===== src/neuron_params.svh =====
`ifndef NEURON_PARAMS_SVH
`define NEURON_PARAMS_SVH

// ----------------------------------------
// vector geometry
// ----------------------------------------

`define NEURON_NUM_INPUTS 187	// samples per vector and weights in the bank
`define NEURON_INDEX_WIDTH 8	// wide enough to address the bias after the last weight

// ----------------------------------------
// arithmetic
// ----------------------------------------

`define NEURON_WORD_WIDTH 32	// samples, weights and the running sum all share this width

// the rectified output keeps only this slice of the sum
`define NEURON_OUT_MSB 28
`define NEURON_OUT_LSB 13

`endif


===== src/neuronPkg.sv =====
package neuronPkg;

`include "neuron_params.svh"

	// ----------------------------------------
	// datapath types
	// ----------------------------------------

	typedef logic signed [`NEURON_WORD_WIDTH-1:0] wordT;	// products wrap at this width
	typedef logic [`NEURON_INDEX_WIDTH-1:0] indexT;

	// ----------------------------------------
	// sequencer
	// ----------------------------------------

	typedef enum logic
	{
		SEQ_IDLE,	// waiting for the first sample of a vector
		SEQ_ACCUM	// some samples of the vector have been taken
	} seqStateT;

endpackage


===== src/neuronStepIf.sv =====
`timescale 1ns/1ps

interface neuronStepIf;
	import neuronPkg::*;

	logic accept;	// a sample is taken on this edge
	indexT index;	// position of that sample in the vector
	logic first;
	logic last;
	logic sumReady;	// accumulator holds a complete sum this cycle

	modport seq
	(
		output accept,
		output index,
		output first,
		output last,
		output sumReady
	);

	modport bank (input index);

	modport mac (input accept, input first);

	modport act (input sumReady);

endinterface


===== src/neuronActivation.sv =====
`timescale 1ns/1ps
`include "neuron_params.svh"

module neuronActivation
(
	input logic clk,
	input logic reset,
	input neuronPkg::wordT sum,
	neuronStepIf.act step,
	output logic resultValid,
	output neuronPkg::wordT result
);
	import neuronPkg::*;

	localparam int SLICE_WIDTH = `NEURON_OUT_MSB - `NEURON_OUT_LSB + 1;

	logic [SLICE_WIDTH-1:0] slice;
	logic negative;

	assign slice = sum[`NEURON_OUT_MSB:`NEURON_OUT_LSB];
	assign negative = sum[`NEURON_WORD_WIDTH-1];

	always_ff @(posedge clk)
	begin
		if (reset)
		begin
			resultValid <= 1'b0;
			result <= '0;
		end
		else
		begin
			resultValid <= step.sumReady;	// one cycle pulse per finished vector
			if (step.sumReady)
			begin
				result <= negative ? '0 : wordT'(slice);	// rectifier then zero-extended slice
			end
		end
	end

	upperBitsClear: assert property (@(posedge clk) disable iff (reset)
		result[`NEURON_WORD_WIDTH-1:SLICE_WIDTH] == '0)
		else $error("result has bits set above the output slice");

endmodule


===== src/flat_wrapper.sv =====
// flat-port wrapper written by rule: the top's interface ports become plain ports
module neuronActivation_flat import neuronPkg::*;
  (clk, reset, sum, resultValid, result, step_sumReady);
  neuronStepIf step_i ();
  input logic clk;
  input logic reset;
  input neuronPkg::wordT sum;
  output logic resultValid;
  output neuronPkg::wordT result;
  input wire logic [$bits(step_i.sumReady)-1:0] step_sumReady;
  assign step_i.sumReady = step_sumReady;
  neuronActivation u_core (.clk(clk), .reset(reset), .sum(sum), .step(step_i), .resultValid(resultValid), .result(result));
endmodule

===== config.mk =====
export PLATFORM = sky130hd
export DESIGN_NAME = neuronActivation_flat
export DESIGN_NICKNAME = d
export VERILOG_FILES = /design/src/neuronPkg.sv /design/src/neuronStepIf.sv /design/src/neuronActivation.sv /design/src/flat_wrapper.sv
export VERILOG_INCLUDE_DIRS = /design/src /design/src/src
export SDC_FILE = /design/constraint.sdc
export NUM_CORES = 1
export LEC_CHECK = 0
export BUFFER_PORTS_ARGS = -buffer_cell sky130_fd_sc_hd__buf_2
export CORE_MARGIN = 2
export CORE_UTILIZATION = 40
export CTS_CLUSTER_DIAMETER = 200
export CTS_CLUSTER_SIZE = 25
export DETAILED_ROUTE_END_ITERATION = 8
export GPL_TIMING_DRIVEN = 0
export PLACE_DENSITY = 0.79
export SYNTH_ARGS = -nofsm -noshare
export SYNTH_HDL_FRONTEND = slang
export SYNTH_SLANG_ARGS = --single-unit

===== constraint.sdc =====
create_clock -name clk -period 1.15 [get_ports clk]
set_input_delay 0.115 -clock clk [delete_from_list [all_inputs] [get_ports clk]]
set_output_delay 0.115 -clock clk [all_outputs]
set_load 0.02 [all_outputs]

==> results_tabular.tex, run 1 <==
\begin{tabular}{lr}
\hline
Metric & Value \\
\hline
\multicolumn{2}{l}{\textbf{Synthesis}} \\
\quad Proportion of synthesized flip-flops having asynchronous set or reset & 0\% \\
\quad Most common cell in the netlist & sky130\_fd\_sc\_hd\_\_dfxtp\_1 \\
\quad Number of enable flip-flop cells after synthesis & 0 \\
\quad Top post-synthesis cells by area & sky130\_fd\_sc\_hd\_\_dfxtp\_1 42\%, sky130\_fd\_sc\_hd\_\_buf\_4 15\%, sky130\_fd\_sc\_hd\_\_nand3b\_1 15\% \\
\quad Proportion of netlist area held by the largest area contributor & between 40\% and 50\% \\
\quad Part of the Yosys area used for sequential elements & 41.85\% \\
\quad Synth Register Bits & 17 \\
\quad Most instantiated flip-flop cell in the synthesis netlist & sky130\_fd\_sc\_hd\_\_dfxtp\_1 \\
\quad Post-synthesis cell count & 89 \\
\quad Biggest area consumer among synthesized cells & sky130\_fd\_sc\_hd\_\_dfxtp\_1 \\
\quad Distinct cell type count after synthesis & 9 \\
\quad Cell area after synthesis & just over 800 um2 \\
\quad Most used standard cells in the synthesized netlist & 17 x sky130\_fd\_sc\_hd\_\_dfxtp\_1, 16 x sky130\_fd\_sc\_hd\_\_a21oi\_1, 16 x sky130\_fd\_sc\_hd\_\_buf\_4, 16 x sky130\_fd\_sc\_hd\_\_nand2b\_1, 16 x sky130\_fd\_sc\_hd\_\_nand3b\_1 \\
\quad Average cell area after synthesis & just over 9 um2 \\
\quad Synth warn & 0 \\
\multicolumn{2}{l}{\textbf{Worst setup path}} \\
\quad Setup crit start kind & register \\
\quad Critical path data arrival time & 810 ps \\
\quad Delay contributed by the slowest stage of the critical path & $\sim$350 ps \\
\quad Worst Path Required & around 1000 ps \\
\quad FF-to-FF setup slack & $\sim$530 ps \\
\quad Start-to-end type of the worst setup path & register to output port \\
\quad Worst path top cell family by delay & flip-flops \\
\quad Worst Setup End Kind & output port \\
\quad Cells along the critical path & buf\_2 \\
\quad Critical path buffers and inverters & 1 \\
\quad Capture instance of the worst register-to-register path & u\_core.result[12] \\
\quad Slowest library cell on the worst path & sky130\_fd\_sc\_hd\_\_dfxtp\_1 \\
\quad Reg-to-reg critical path startpoint & u\_core.result[12] \\
\quad CP Max Fanout & 2 \\
\quad Depth of the worst register-to-register path & 2 \\
\multicolumn{2}{l}{\textbf{Clocking}} \\
\quad Skew-Pair Late Insertion Delay & 290 ps \\
\quad Cell at the root of the clock tree & sky130\_fd\_sc\_hd\_\_clkbuf\_4 \\
\quad Hold buffer count at CTS & 0 \\
\quad Number of buffers created by CTS & 3 \\
\quad Count of H-tree levels built during CTS & 1 \\
\quad Number of sinks on the clock net & 17 \\
\quad Buffers from clock root to sink, at most & 2 \\
\quad Clock tree from TritonCTS & built \\
\quad Total of cells resized after clock tree synthesis & 0 \\
\quad Post CTS Setup Buffer Count & 0 \\
\quad Reg clk slew, reported paths & around 100 ps \\
\multicolumn{2}{l}{\textbf{Timing}} \\
\quad Min Tclk post-route & between 900 and 1000 ps \\
\quad Final worst-path cycle share & around four fifths \\
\quad Smallest hold slack & approximately 77 ps \\
\quad Number of hold violations in the final report & 0 \\
\quad Number of slew-limit violations in the final report & 0 \\
\quad Maximum operating frequency & roughly 1100 MHz \\
\quad Count of final setup violators & 0 \\
\quad Unrepaired setup endpoints after global routing & false \\
\quad Setup\_tns & 0 ps \\
\quad Final clock skew & 0 ps \\
\multicolumn{2}{l}{\textbf{GRT}} \\
\quad GRT overflow & 0 \\
\quad Global-route wire length before repair & between 2000 and 3000 um \\
\quad Via count of the first global-routing pass & roughly 680 \\
\quad Antenna violations before repair & 0 \\
\quad Total global-route track usage & approximately 16\% \\
\quad Maximum number of pins on one net before global-route repair & 11 \\
\multicolumn{2}{l}{\textbf{Pwr}} \\
\quad Fraction of power consumed by sequential logic & approximately half \\
\quad Cell-internal power & roughly 860 uW \\
\quad Max VDD drop & 0.6254 mV \\
\quad Sw Ratio & 29.02\% \\
\quad Relative contribution of the clock network to total power & around 27\% \\
\quad Static power due to leakage & about 0.55 nW \\
\quad Gate power share & 21.7\% \\
\quad Power per Cell Area & approximately 1100 mW/mm2 \\
\quad Switching power of the nets & approximately 350 uW \\
\multicolumn{2}{l}{\textbf{Die}} \\
\quad Die Footprint & $\sim$0.0024 mm2 \\
\quad Core area & slightly below 0.002 mm2 \\
\quad Row cnt & 16 \\
\quad Number of placed I/O pins & between 60 and 70 \\
\quad Die Ht & roughly 50 um \\
\quad Initial Util & between 40\% and 50\% \\
\quad Width of the die & $\sim$49 um \\
\multicolumn{2}{l}{\textbf{Routing}} \\
\quad Routed length on met2 & 880 um \\
\quad DR vias & about 740 \\
\quad Uppermost signal routing layer after detailed routing & met4 \\
\quad Wire length on met1 & roughly 760 um \\
\quad Total iterations of the first detailed-routing run & 4 \\
\quad Vias per Instance & approximately 4.3 \\
\quad Total length of routed met3 wires & roughly 140 um \\
\quad Antenna Violating Nets Remaining & 0 \\
\quad Wirelength per Cell & 10.64 um \\
\quad Initial detailed-routing violation count & 20 \\
\quad Total routed wirelength & between 1500 and 2000 um \\
\quad DR DRC count & 0 \\
\multicolumn{2}{l}{\textbf{Hold path}} \\
\quad End point of the most critical hold path & u\_core.result[14] \\
\quad Min-Delay Path Class & input pin to register \\
\quad Hold path cells & 2 \\
\quad Source of the worst hold timing path & reset \\
\multicolumn{2}{l}{\textbf{Final layout}} \\
\quad Final-layout fill cell count & 196 \\
\quad Post-synthesis to final-layout area growth & 36.00\% \\
\quad Post-layout net count & 179 \\
\quad Footprint of the multi-input gates & roughly 370 um2 \\
\quad Sequential cell area & between 300 and 400 um2 \\
\quad Fraction of layout instances using a drive strength above 1 & around 43\% \\
\quad Antenna diode count & 0 \\
\multicolumn{2}{l}{\textbf{Place}} \\
\quad Routability-driven placement congestion ratio & $\sim$0.70 \\
\quad Post-DP HPWL & 1358 um \\
\quad IO Port Bufs & 35 \\
\multicolumn{2}{l}{\textbf{Run}} \\
\quad Max\_cap viols & 0 \\
\multicolumn{2}{l}{\textbf{Run status}} \\
\quad Result of the run & finished clean \\
\hline
\end{tabular}
[state kept, by name (all words and copies together) (netlist names)]
| name | cells |
|---|---|
| u_core.result | 16 |
| u_core.resultValid | 1 |
[power groups by stage]
stage	registers, mW	logic, mW	clock network, mW
global placement	0.634	0.254	0
floorplan	0.664	0.157	0
global route	0.626	0.282	0.359
CTS	0.622	0.261	0.331
finish	0.622	0.262	0.323
detailed placement	0.635	0.260	0
[how the worst max path moves through the flow]
stage	startpoint	endpoint	slack [ps]	depth (start not counted)
final	u_core.result[12]	result[12]	220	1
after global placement	sum[31]	u_core.result[6]	380	4
after floorplan	u_core.result[0]	u_core.result[0]	490	2
after detailed placement	sum[31]	u_core.result[12]	320	4
after CTS	u_core.result[12]	result[12]	220	1
after global routing	u_core.result[6]	result[6]	170	1
[through the flow]
stage / instances / util, % / setup slack [ps] / total power [mW] / cell area [um2]
floorplan: 104 / - / 489.0 / 0.8216 / 869.6
global placement: 166 / 55.54 / 380.2 / 0.8880 / 1079
detailed placement: 166 / 55.54 / 320.1 / 0.8954 / 1079
CTS: 170 / 56.96 / 220.1 / 1.213 / 1106
global route: 170 / 56.96 / 174.3 / 1.266 / 1106
finish: 170 / 56.96 / 220.4 / 1.208 / 1106
[cell usage in the layout (no fill, tap or decap)]
cell,count
sky130_fd_sc_hd__nand3b_1,16
sky130_fd_sc_hd__buf_4,16
sky130_fd_sc_hd__nor2b_1,1
sky130_fd_sc_hd__conb_1,16
sky130_fd_sc_hd__clkbuf_4,3
sky130_fd_sc_hd__dfxtp_1,17
sky130_fd_sc_hd__clkinv_2,1
sky130_fd_sc_hd__buf_2,39
sky130_fd_sc_hd__a21oi_1,16
sky130_fd_sc_hd__nand2b_1,16
sky130_fd_sc_hd__buf_6,2
[metal layers]
| layer | vias up | global-route usage [%] |
|---|---|---|
| met2 | 36 | 29.05 |
| met5 | - | 0 |
| met4 | 0 | 7.143 |
| met1 | 328 | 16.92 |
| li1 | 368 | - |
| met3 | 5 | 3.067 |
[area by class of cell]
class	instances	area share (%)
Clock buffer	3	2.036
Sequential cell	17	30.77
Clock inverter	1	0.4525
Tap cell	27	3.054
Timing Repair Buffer	35	15.84
Multi-Input combinational cell	65	33.14
Buffer	22	14.71
[cells by family (layout without fill, tap and decap cells)]
| kind of cell | after synthesis | after routing | synth area share [%] |
|---|---|---|---|
| other | 1 | 16 | 0.4611 |
| buffers and inverters | 22 | 61 | 20.00 |
| and+or+nand+nor | 33 | 33 | 27.85 |
| DFF | 17 | 17 | 41.85 |
| AOI/OAI and AO/OA | 16 | 16 | 9.847 |
(Power assumes the default switching activity.)
==> run 2, diff against run 1 <==
--- a/config.mk
+++ b/config.mk
@@ -8,12 +8,12 @@
 export LEC_CHECK = 0
 export BUFFER_PORTS_ARGS = -buffer_cell sky130_fd_sc_hd__buf_2
 export CORE_MARGIN = 2
-export CORE_UTILIZATION = 40
+export CORE_UTILIZATION = 34
 export CTS_CLUSTER_DIAMETER = 200
 export CTS_CLUSTER_SIZE = 25
 export DETAILED_ROUTE_END_ITERATION = 8
 export GPL_TIMING_DRIVEN = 0
-export PLACE_DENSITY = 0.79
+export PLACE_DENSITY = 0.71
 export SYNTH_ARGS = -nofsm -noshare
 export SYNTH_HDL_FRONTEND = slang
 export SYNTH_SLANG_ARGS = --single-unit
==> constraint.sdc (replaced) <==
create_clock -name clk -period 0.85 [get_ports clk]
set_input_delay 0.085 -clock clk [delete_from_list [all_inputs] [get_ports clk]]
set_output_delay 0.085 -clock clk [all_outputs]
set_load 0.02 [all_outputs]
==> results_tabular.tex, run 2 (synthesis results as in run 1) <==
\begin{tabular}{lr}
\hline
Metric & Value \\
\hline
\multicolumn{2}{l}{\textbf{Worst setup path}} \\
\quad Slowest library cell on the worst path & sky130\_fd\_sc\_hd\_\_dfxtp\_2 \\
\quad Setup crit start kind & register \\
\quad Critical path buffers and inverters & 1 (unchanged) \\
\quad CP Max Fanout & 2 (unchanged) \\
\quad Cells along the critical path & buf\_6 \\
\quad Critical path data arrival time & 740 ps (-70 ps) \\
\quad Worst Path Required & 760 ps (-270 ps) \\
\quad Worst path top cell family by delay & flip-flops \\
\quad Delay contributed by the slowest stage of the critical path & 350 ps (about the same) \\
\quad Start-to-end type of the worst setup path & register to output port \\
\quad Worst Setup End Kind & output port \\
\multicolumn{2}{l}{\textbf{Clocking}} \\
\quad Hold buffer count at CTS & 0 (unchanged) \\
\quad Skew-Pair Late Insertion Delay & 280 ps (about the same) \\
\quad Clock tree from TritonCTS & built \\
\quad Number of buffers created by CTS & 3 (unchanged) \\
\quad Number of sinks on the clock net & 17 (unchanged) \\
\quad Buffers from clock root to sink, at most & 2 (unchanged) \\
\quad Cell at the root of the clock tree & sky130\_fd\_sc\_hd\_\_clkbuf\_4 \\
\quad Reg clk slew, reported paths & 100 ps (about the same) \\
\quad Count of H-tree levels built during CTS & 1 (unchanged) \\
\multicolumn{2}{l}{\textbf{Routing}} \\
\quad Initial detailed-routing violation count & 8 (-60\%) \\
\quad Antenna Violating Nets Remaining & 0 (unchanged) \\
\quad Total routed wirelength & 1842 um (+1.8\%) \\
\quad Wirelength per Cell & 10.47 um (-1.6\%) \\
\quad Total iterations of the first detailed-routing run & 5 (+1) \\
\quad DR vias & 766 (+3.9\%) \\
\quad DR DRC count & 0 (unchanged) \\
\quad Vias per Instance & 4.352 (+0.39\%) \\
\multicolumn{2}{l}{\textbf{GRT}} \\
\quad Via count of the first global-routing pass & 684 (+0.88\%) \\
\quad Maximum number of pins on one net before global-route repair & 11 (unchanged) \\
\quad Total global-route track usage & 14.11\% (-1.6 points) \\
\quad Antenna violations before repair & 0 (unchanged) \\
\quad Global-route wire length before repair & 2870 um (-2.3\%) \\
\quad GRT overflow & 0 (unchanged) \\
\multicolumn{2}{l}{\textbf{Place}} \\
\quad Inst Count DP & 167 (+0.60\%) \\
\quad IO Port Bufs & 35 (unchanged) \\
\quad Routability-driven placement congestion ratio & 0.6230 (-10\%) \\
\quad Placed Area & 0.001080 mm2 (+0.12\%) \\
\multicolumn{2}{l}{\textbf{Final layout}} \\
\quad Commonest non-fill, non-tap cell in the layout & sky130\_fd\_sc\_hd\_\_buf\_2 \\
\quad Post-layout net count & 184 (+2.8\%) \\
\quad Fraction of layout instances using a drive strength above 1 & 55.41\% (+13 points) \\
\quad Antenna diode count & 0 (unchanged) \\
\quad Final non-filler cell area & 0.001271 mm2 (+15\%) \\
\quad Register with the most flip-flops & u\_core.result \\
\quad Top Registers & u\_core.result (16), u\_core.resultValid (1) \\
\quad Number of cells in the finished layout apart from fillers & 176 (+3.5\%) \\
\quad Flip-flop count of the largest register after layout & 16 (unchanged) \\
\quad Leading cell types in the layout, fill and taps excluded & 22 x sky130\_fd\_sc\_hd\_\_buf\_2, 21 x sky130\_fd\_sc\_hd\_\_buf\_4, 19 x sky130\_fd\_sc\_hd\_\_buf\_6 \\
\quad Post-synthesis to final-layout area growth & 56.31\% \\
\multicolumn{2}{l}{\textbf{Pwr}} \\
\quad Static power due to leakage & 0.5954 nW (+8.3\%) \\
\quad Fraction of power consumed by sequential logic & 50.8\% (-0.7 points) \\
\quad Max VDD drop & 0.9382 mV (+50\%) \\
\quad Cell-internal power & 1.218 mW (+42\%) \\
\quad Gate power share & 23.8\% (+2.1 points) \\
\quad Power per Cell Area & 1323 mW/mm2 (+21\%) \\
\quad Sw Ratio & 27.55\% (-1.5 points) \\
\quad Switching power of the nets & 463.2 uW (+32\%) \\
\quad Relative contribution of the clock network to total power & 25.4\% (-1.4 points) \\
\quad Final Power & 1.681 mW (+39\%) \\
\multicolumn{2}{l}{\textbf{Timing}} \\
\quad Min Tclk post-route & $\sim$830 ps \\
\quad Number of slew-limit violations in the final report & 0 (unchanged) \\
\quad Count of final setup violators & 0 (unchanged) \\
\quad Smallest hold slack & 52.15 ps (-24.69 ps) \\
\quad Unrepaired setup endpoints after global routing & true \\
\quad Number of hold violations in the final report & 0 (unchanged) \\
\quad Final worst-path cycle share & a little over nine tenths \\
\quad Setup\_tns & 0 ps (unchanged) \\
\quad Maximum operating frequency & 1206 MHz \\
\quad Final clock skew & 0 ps (unchanged) \\
\multicolumn{2}{l}{\textbf{Die}} \\
\quad Number of placed I/O pins & 68 (unchanged) \\
\quad Core area & 0.002233 mm2 (+15\%) \\
\quad Width of the die & 52.91 um (+7.8\%) \\
\quad Die Ht & 52.91 um (+7.8\%) \\
\quad Initial Util & 36.41\% (-5.5 points) \\
\quad Row cnt & 17 (+1) \\
\quad Die Footprint & 0.002799 mm2 (+16\%) \\
\multicolumn{2}{l}{\textbf{Run}} \\
\quad Max\_cap viols & 0 (unchanged) \\
\multicolumn{2}{l}{\textbf{Run status}} \\
\quad Result of the run & finished clean \\
\multicolumn{2}{l}{\textbf{Hold path}} \\
\quad Min-Delay Path Class & input pin to register \\
\hline
\end{tabular}
run 2: final timing paths:
path                       end  slack (ps)         startpoint  cells after the start
max                 result[13]          20  u_core.result[13]                      1
min           u_core.result[2]          50              reset                      2
max reg2reg   u_core.result[7]         170   u_core.result[7]                      3
min reg2reg  u_core.result[14]         480  u_core.result[14]                      2
run 2: power groups by stage:
| stage | combinational, mW | sequential (mW) | clock, mW |
|---|---|---|---|
| 2_1_floorplan | 0.213 | 0.899 | 0 |
| 3_3_place_gp | 0.345 | 0.858 | 0 |
| 3_5_place_dp | 0.352 | 0.859 | 0 |
| 4_1_cts | 0.386 | 0.853 | 0.443 |
| 5_1_grt | 0.432 | 0.858 | 0.495 |
| 6_report | 0.401 | 0.854 | 0.427 |
run 2: per-layer routing:
layer	GRT usage [%]	wire length [um]	vias up
met5	0	0	-
li1	-	-	381
met1	15.42	715	347
met2	25.83	950	36
met3	2.825	165	2
met4	6.410	9	0
run 2: per-stage QoR:
| step | worst slack [ps] | util [%] |
|---|---|---|
| 2_1_floorplan | 189.0 | - |
| 3_3_place_gp | 109.6 | 48.35 |
| 3_5_place_dp | 71.01 | 48.35 |
| 4_1_cts | 2.883 | 54.90 |
| 5_1_grt | -25.53 | 56.92 |
| 6_report | 20.69 | 56.92 |
run 2: repair_timing:
action / CTS / global route
cloned: 0 / 0
resized for setup: 48 / 3
setup endpoints to repair: 16 / 17
buffers inserted: 0 / 5
pin swaps: 0 / 0
run 2: layout make-up:
| cell class | instances | area [um2] |
|---|---|---|
| Fill cell | 228 | 962.2 |
| Multi-Input combinational cell | 65 | 366.6 |
| Sequential cell | 17 | 361.6 |
| Timing Repair Buffer | 40 | 319.1 |
| Buffer | 22 | 162.7 |
| Tap cell | 28 | 35.03 |
| Clock buffer | 4 | 26.28 |
==> run 3, diff against run 2 <==
--- a/config.mk
+++ b/config.mk
@@ -14,6 +14,7 @@
 export DETAILED_ROUTE_END_ITERATION = 8
 export GPL_TIMING_DRIVEN = 0
 export PLACE_DENSITY = 0.71
+export SETUP_SLACK_MARGIN = 0.15
 export SYNTH_ARGS = -nofsm -noshare
 export SYNTH_HDL_FRONTEND = slang
 export SYNTH_SLANG_ARGS = --single-unit
==> results_tabular.tex, run 3 (synthesis results as in run 1) <==
\begin{tabular}{lr}
\hline
Metric & Value \\
\hline
\multicolumn{2}{l}{\textbf{Final layout}} \\
\quad Top Registers & u\_core.result (16), u\_core.resultValid (1) \\
\quad Post-layout net count & 186 (+1.1\%) \\
\quad Number of cells in the finished layout apart from fillers & 178 (+1.1\%) \\
\quad Flip-flop count of the largest register after layout & 16 (unchanged) \\
\quad Antenna diode count & 0 (unchanged) \\
\quad Fraction of layout instances using a drive strength above 1 & 57.33\% (+1.9 points) \\
\quad Leading cell types in the layout, fill and taps excluded & 23 x sky130\_fd\_sc\_hd\_\_buf\_4, 22 x sky130\_fd\_sc\_hd\_\_buf\_2, 19 x sky130\_fd\_sc\_hd\_\_buf\_6 \\
\quad Post-synthesis to final-layout area growth & 59.54\% \\
\quad Register with the most flip-flops & u\_core.result \\
\quad Commonest non-fill, non-tap cell in the layout & sky130\_fd\_sc\_hd\_\_buf\_4 \\
\quad Post-Route Utilization & 58.10\% (+1.2 points) \\
\multicolumn{2}{l}{\textbf{Timing}} \\
\quad Final worst-path cycle share & 97.88\% (+0.31 points) \\
\quad Unrepaired setup endpoints after global routing & true \\
\quad Maximum operating frequency & 1202 MHz (-0.32\%) \\
\quad Number of slew-limit violations in the final report & 0 (unchanged) \\
\quad Final clock skew & 0 ps (unchanged) \\
\quad Number of hold violations in the final report & 0 (unchanged) \\
\quad Smallest hold slack & 47.18 ps (-4.974 ps) \\
\quad Min Tclk post-route & 831.9 ps (+2.642 ps) \\
\quad Count of final setup violators & 0 (unchanged) \\
\multicolumn{2}{l}{\textbf{Worst setup path}} \\
\quad Slowest library cell on the worst path & sky130\_fd\_sc\_hd\_\_dfxtp\_2 \\
\quad Worst Path Required & 760 ps (about the same) \\
\quad Crit path to & result[13] \\
\quad Critical path data arrival time & 750 ps (about the same) \\
\quad Capture instance of the worst register-to-register path & u\_core.result[7] \\
\quad Critical path buffers and inverters & 1 (unchanged) \\
\quad Worst Setup End Kind & output port \\
\quad Delay contributed by the slowest stage of the critical path & 350 ps (about the same) \\
\quad Cells along the critical path & buf\_6 \\
\quad Depth of the worst register-to-register path & 3 (unchanged) \\
\quad CP Max Fanout & 2 (unchanged) \\
\quad Launching instance or port of the critical path & u\_core.result[13] \\
\quad Worst path top cell family by delay & flip-flops \\
\quad Reg-to-reg critical path startpoint & u\_core.result[7] \\
\quad FF-to-FF setup slack & 160 ps (about the same) \\
\quad Start-to-end type of the worst setup path & register to output port \\
\quad Setup crit start kind & register \\
\quad Crit path depth & 1 (unchanged) \\
\multicolumn{2}{l}{\textbf{Clocking}} \\
\quad Buffers from clock root to sink, at most & 2 (unchanged) \\
\quad Cell at the root of the clock tree & sky130\_fd\_sc\_hd\_\_clkbuf\_4 \\
\quad Number of sinks on the clock net & 17 (unchanged) \\
\quad Reg clk slew, reported paths & 100 ps (about the same) \\
\quad Skew-Pair Late Insertion Delay & 280 ps (about the same) \\
\quad Count of H-tree levels built during CTS & 1 (unchanged) \\
\quad Clock tree from TritonCTS & built \\
\quad Hold buffer count at CTS & 0 (unchanged) \\
\quad Number of buffers created by CTS & 3 (unchanged) \\
\multicolumn{2}{l}{\textbf{GRT}} \\
\quad GRT overflow & 0 (unchanged) \\
\quad Global-route wire length before repair & 2904 um (+1.2\%) \\
\quad Via count of the first global-routing pass & 691 (+1.0\%) \\
\quad Maximum number of pins on one net before global-route repair & 11 (unchanged) \\
\quad Antenna violations before repair & 0 (unchanged) \\
\quad Total global-route track usage & 14.29\% (+0.18 points) \\
\multicolumn{2}{l}{\textbf{Place}} \\
\quad Inst Count DP & 167 (unchanged) \\
\quad Routability-driven placement congestion ratio & 0.6230 (unchanged) \\
\quad IO Port Bufs & 35 (unchanged) \\
\multicolumn{2}{l}{\textbf{Routing}} \\
\quad Total iterations of the first detailed-routing run & 4 (-1) \\
\quad DR DRC count & 0 (unchanged) \\
\quad Total routed wirelength & 1879 um (+2.0\%) \\
\quad Antenna Violating Nets Remaining & 0 (unchanged) \\
\quad Vias per Instance & 4.326 (-0.61\%) \\
\quad DR vias & 770 (+0.52\%) \\
\quad Initial detailed-routing violation count & 7 (-1) \\
\quad Wirelength per Cell & 10.56 um (+0.86\%) \\
\multicolumn{2}{l}{\textbf{Die}} \\
\quad Row cnt & 17 (unchanged) \\
\quad Die Footprint & 0.002799 mm2 (unchanged) \\
\quad Core area & 0.002233 mm2 (unchanged) \\
\quad Die Ht & 52.91 um (unchanged) \\
\quad Number of placed I/O pins & 68 (unchanged) \\
\quad Width of the die & 52.91 um (unchanged) \\
\quad Initial Util & 36.41\% (unchanged) \\
\multicolumn{2}{l}{\textbf{Pwr}} \\
\quad Power per Cell Area & 1304 mW/mm2 (-1.4\%) \\
\quad Static power due to leakage & 0.6116 nW (+2.7\%) \\
\quad Max VDD drop & 0.9331 mV (-0.55\%) \\
\quad Final Power & 1.693 mW (+0.67\%) \\
\multicolumn{2}{l}{\textbf{Hold path}} \\
\quad Source of the worst hold timing path & sum[18] \\
\quad Min-Delay Path Class & input pin to register \\
\multicolumn{2}{l}{\textbf{Run}} \\
\quad Max\_cap viols & 0 (unchanged) \\
\multicolumn{2}{l}{\textbf{Run status}} \\
\quad Result of the run & finished clean \\
\hline
\end{tabular}
run 3: stage by stage:
| step | setup slack (ps) | setup TNS [ps] | cell area (um2) |
|---|---|---|---|
| 2_1_floorplan | 189.0 | 0 | 869.6 |
| 3_3_place_gp | 109.6 | 0 | 1080 |
| 3_5_place_dp | 71.01 | 0 | 1080 |
| 4_1_cts | 9.587 | 0 | 1249 |
| 5_1_grt | -25.53 | -273.6 | 1297 |
| 6_report | 18.05 | 0 | 1297 |
run 3: worst min path at each step:
| stage | end | cells after the start |
|---|---|---|
| finish | u_core.result[5] | 3 |
| global placement | u_core.result[3] | 2 |
| detailed placement | u_core.result[1] | 3 |
| floorplan | u_core.result[0] | 2 |
| global route | u_core.result[0] | 3 |
| CTS | u_core.result[1] | 3 |
run 3: cell type report:
type,instances,area (um2)
well taps,28,35.03
repair buffers,42,334.1
plain buffers,22,162.7
clock buffers,4,26.28
fillers,224,935.9
flip-flops and latches,17,361.6
multi-input cells,65,377.9
run 3: power breakdown:
group	leakage (nW)	internal, mW	switching [mW]
Sequential	0.146	0.833	0.0206
Clock	0.0150	0.182	0.246
Combinational	0.450	0.209	0.201
run 3: timing repair:
| action | CTS | global route |
|---|---|---|
| gates resized for setup | 51 | 2 |
| pin swaps | 0 | 3 |
| endpoints found under the hold margin | 0 | 0 |
| buffers inserted | 2 | 5 |
| setup endpoints to repair | 17 | 19 |
run 3: layer usage:
| metal | part of all wire [%] | track usage, % |
|---|---|---|
| met1 | 38 | 15.42 |
| met5 | 0 | 0 |
| met3 | 8.4 | 2.825 |
| met2 | 53 | 26.46 |
| met4 | 0.48 | 6.410 |
run 3: worst reg2reg max path: cells and delay by family (launching register included):
kind | cells | cell delay, ps
compound gates | 1 | 130
buf+inv | 1 | 100
flops | 1 | 350
simple gates | 1 | 50
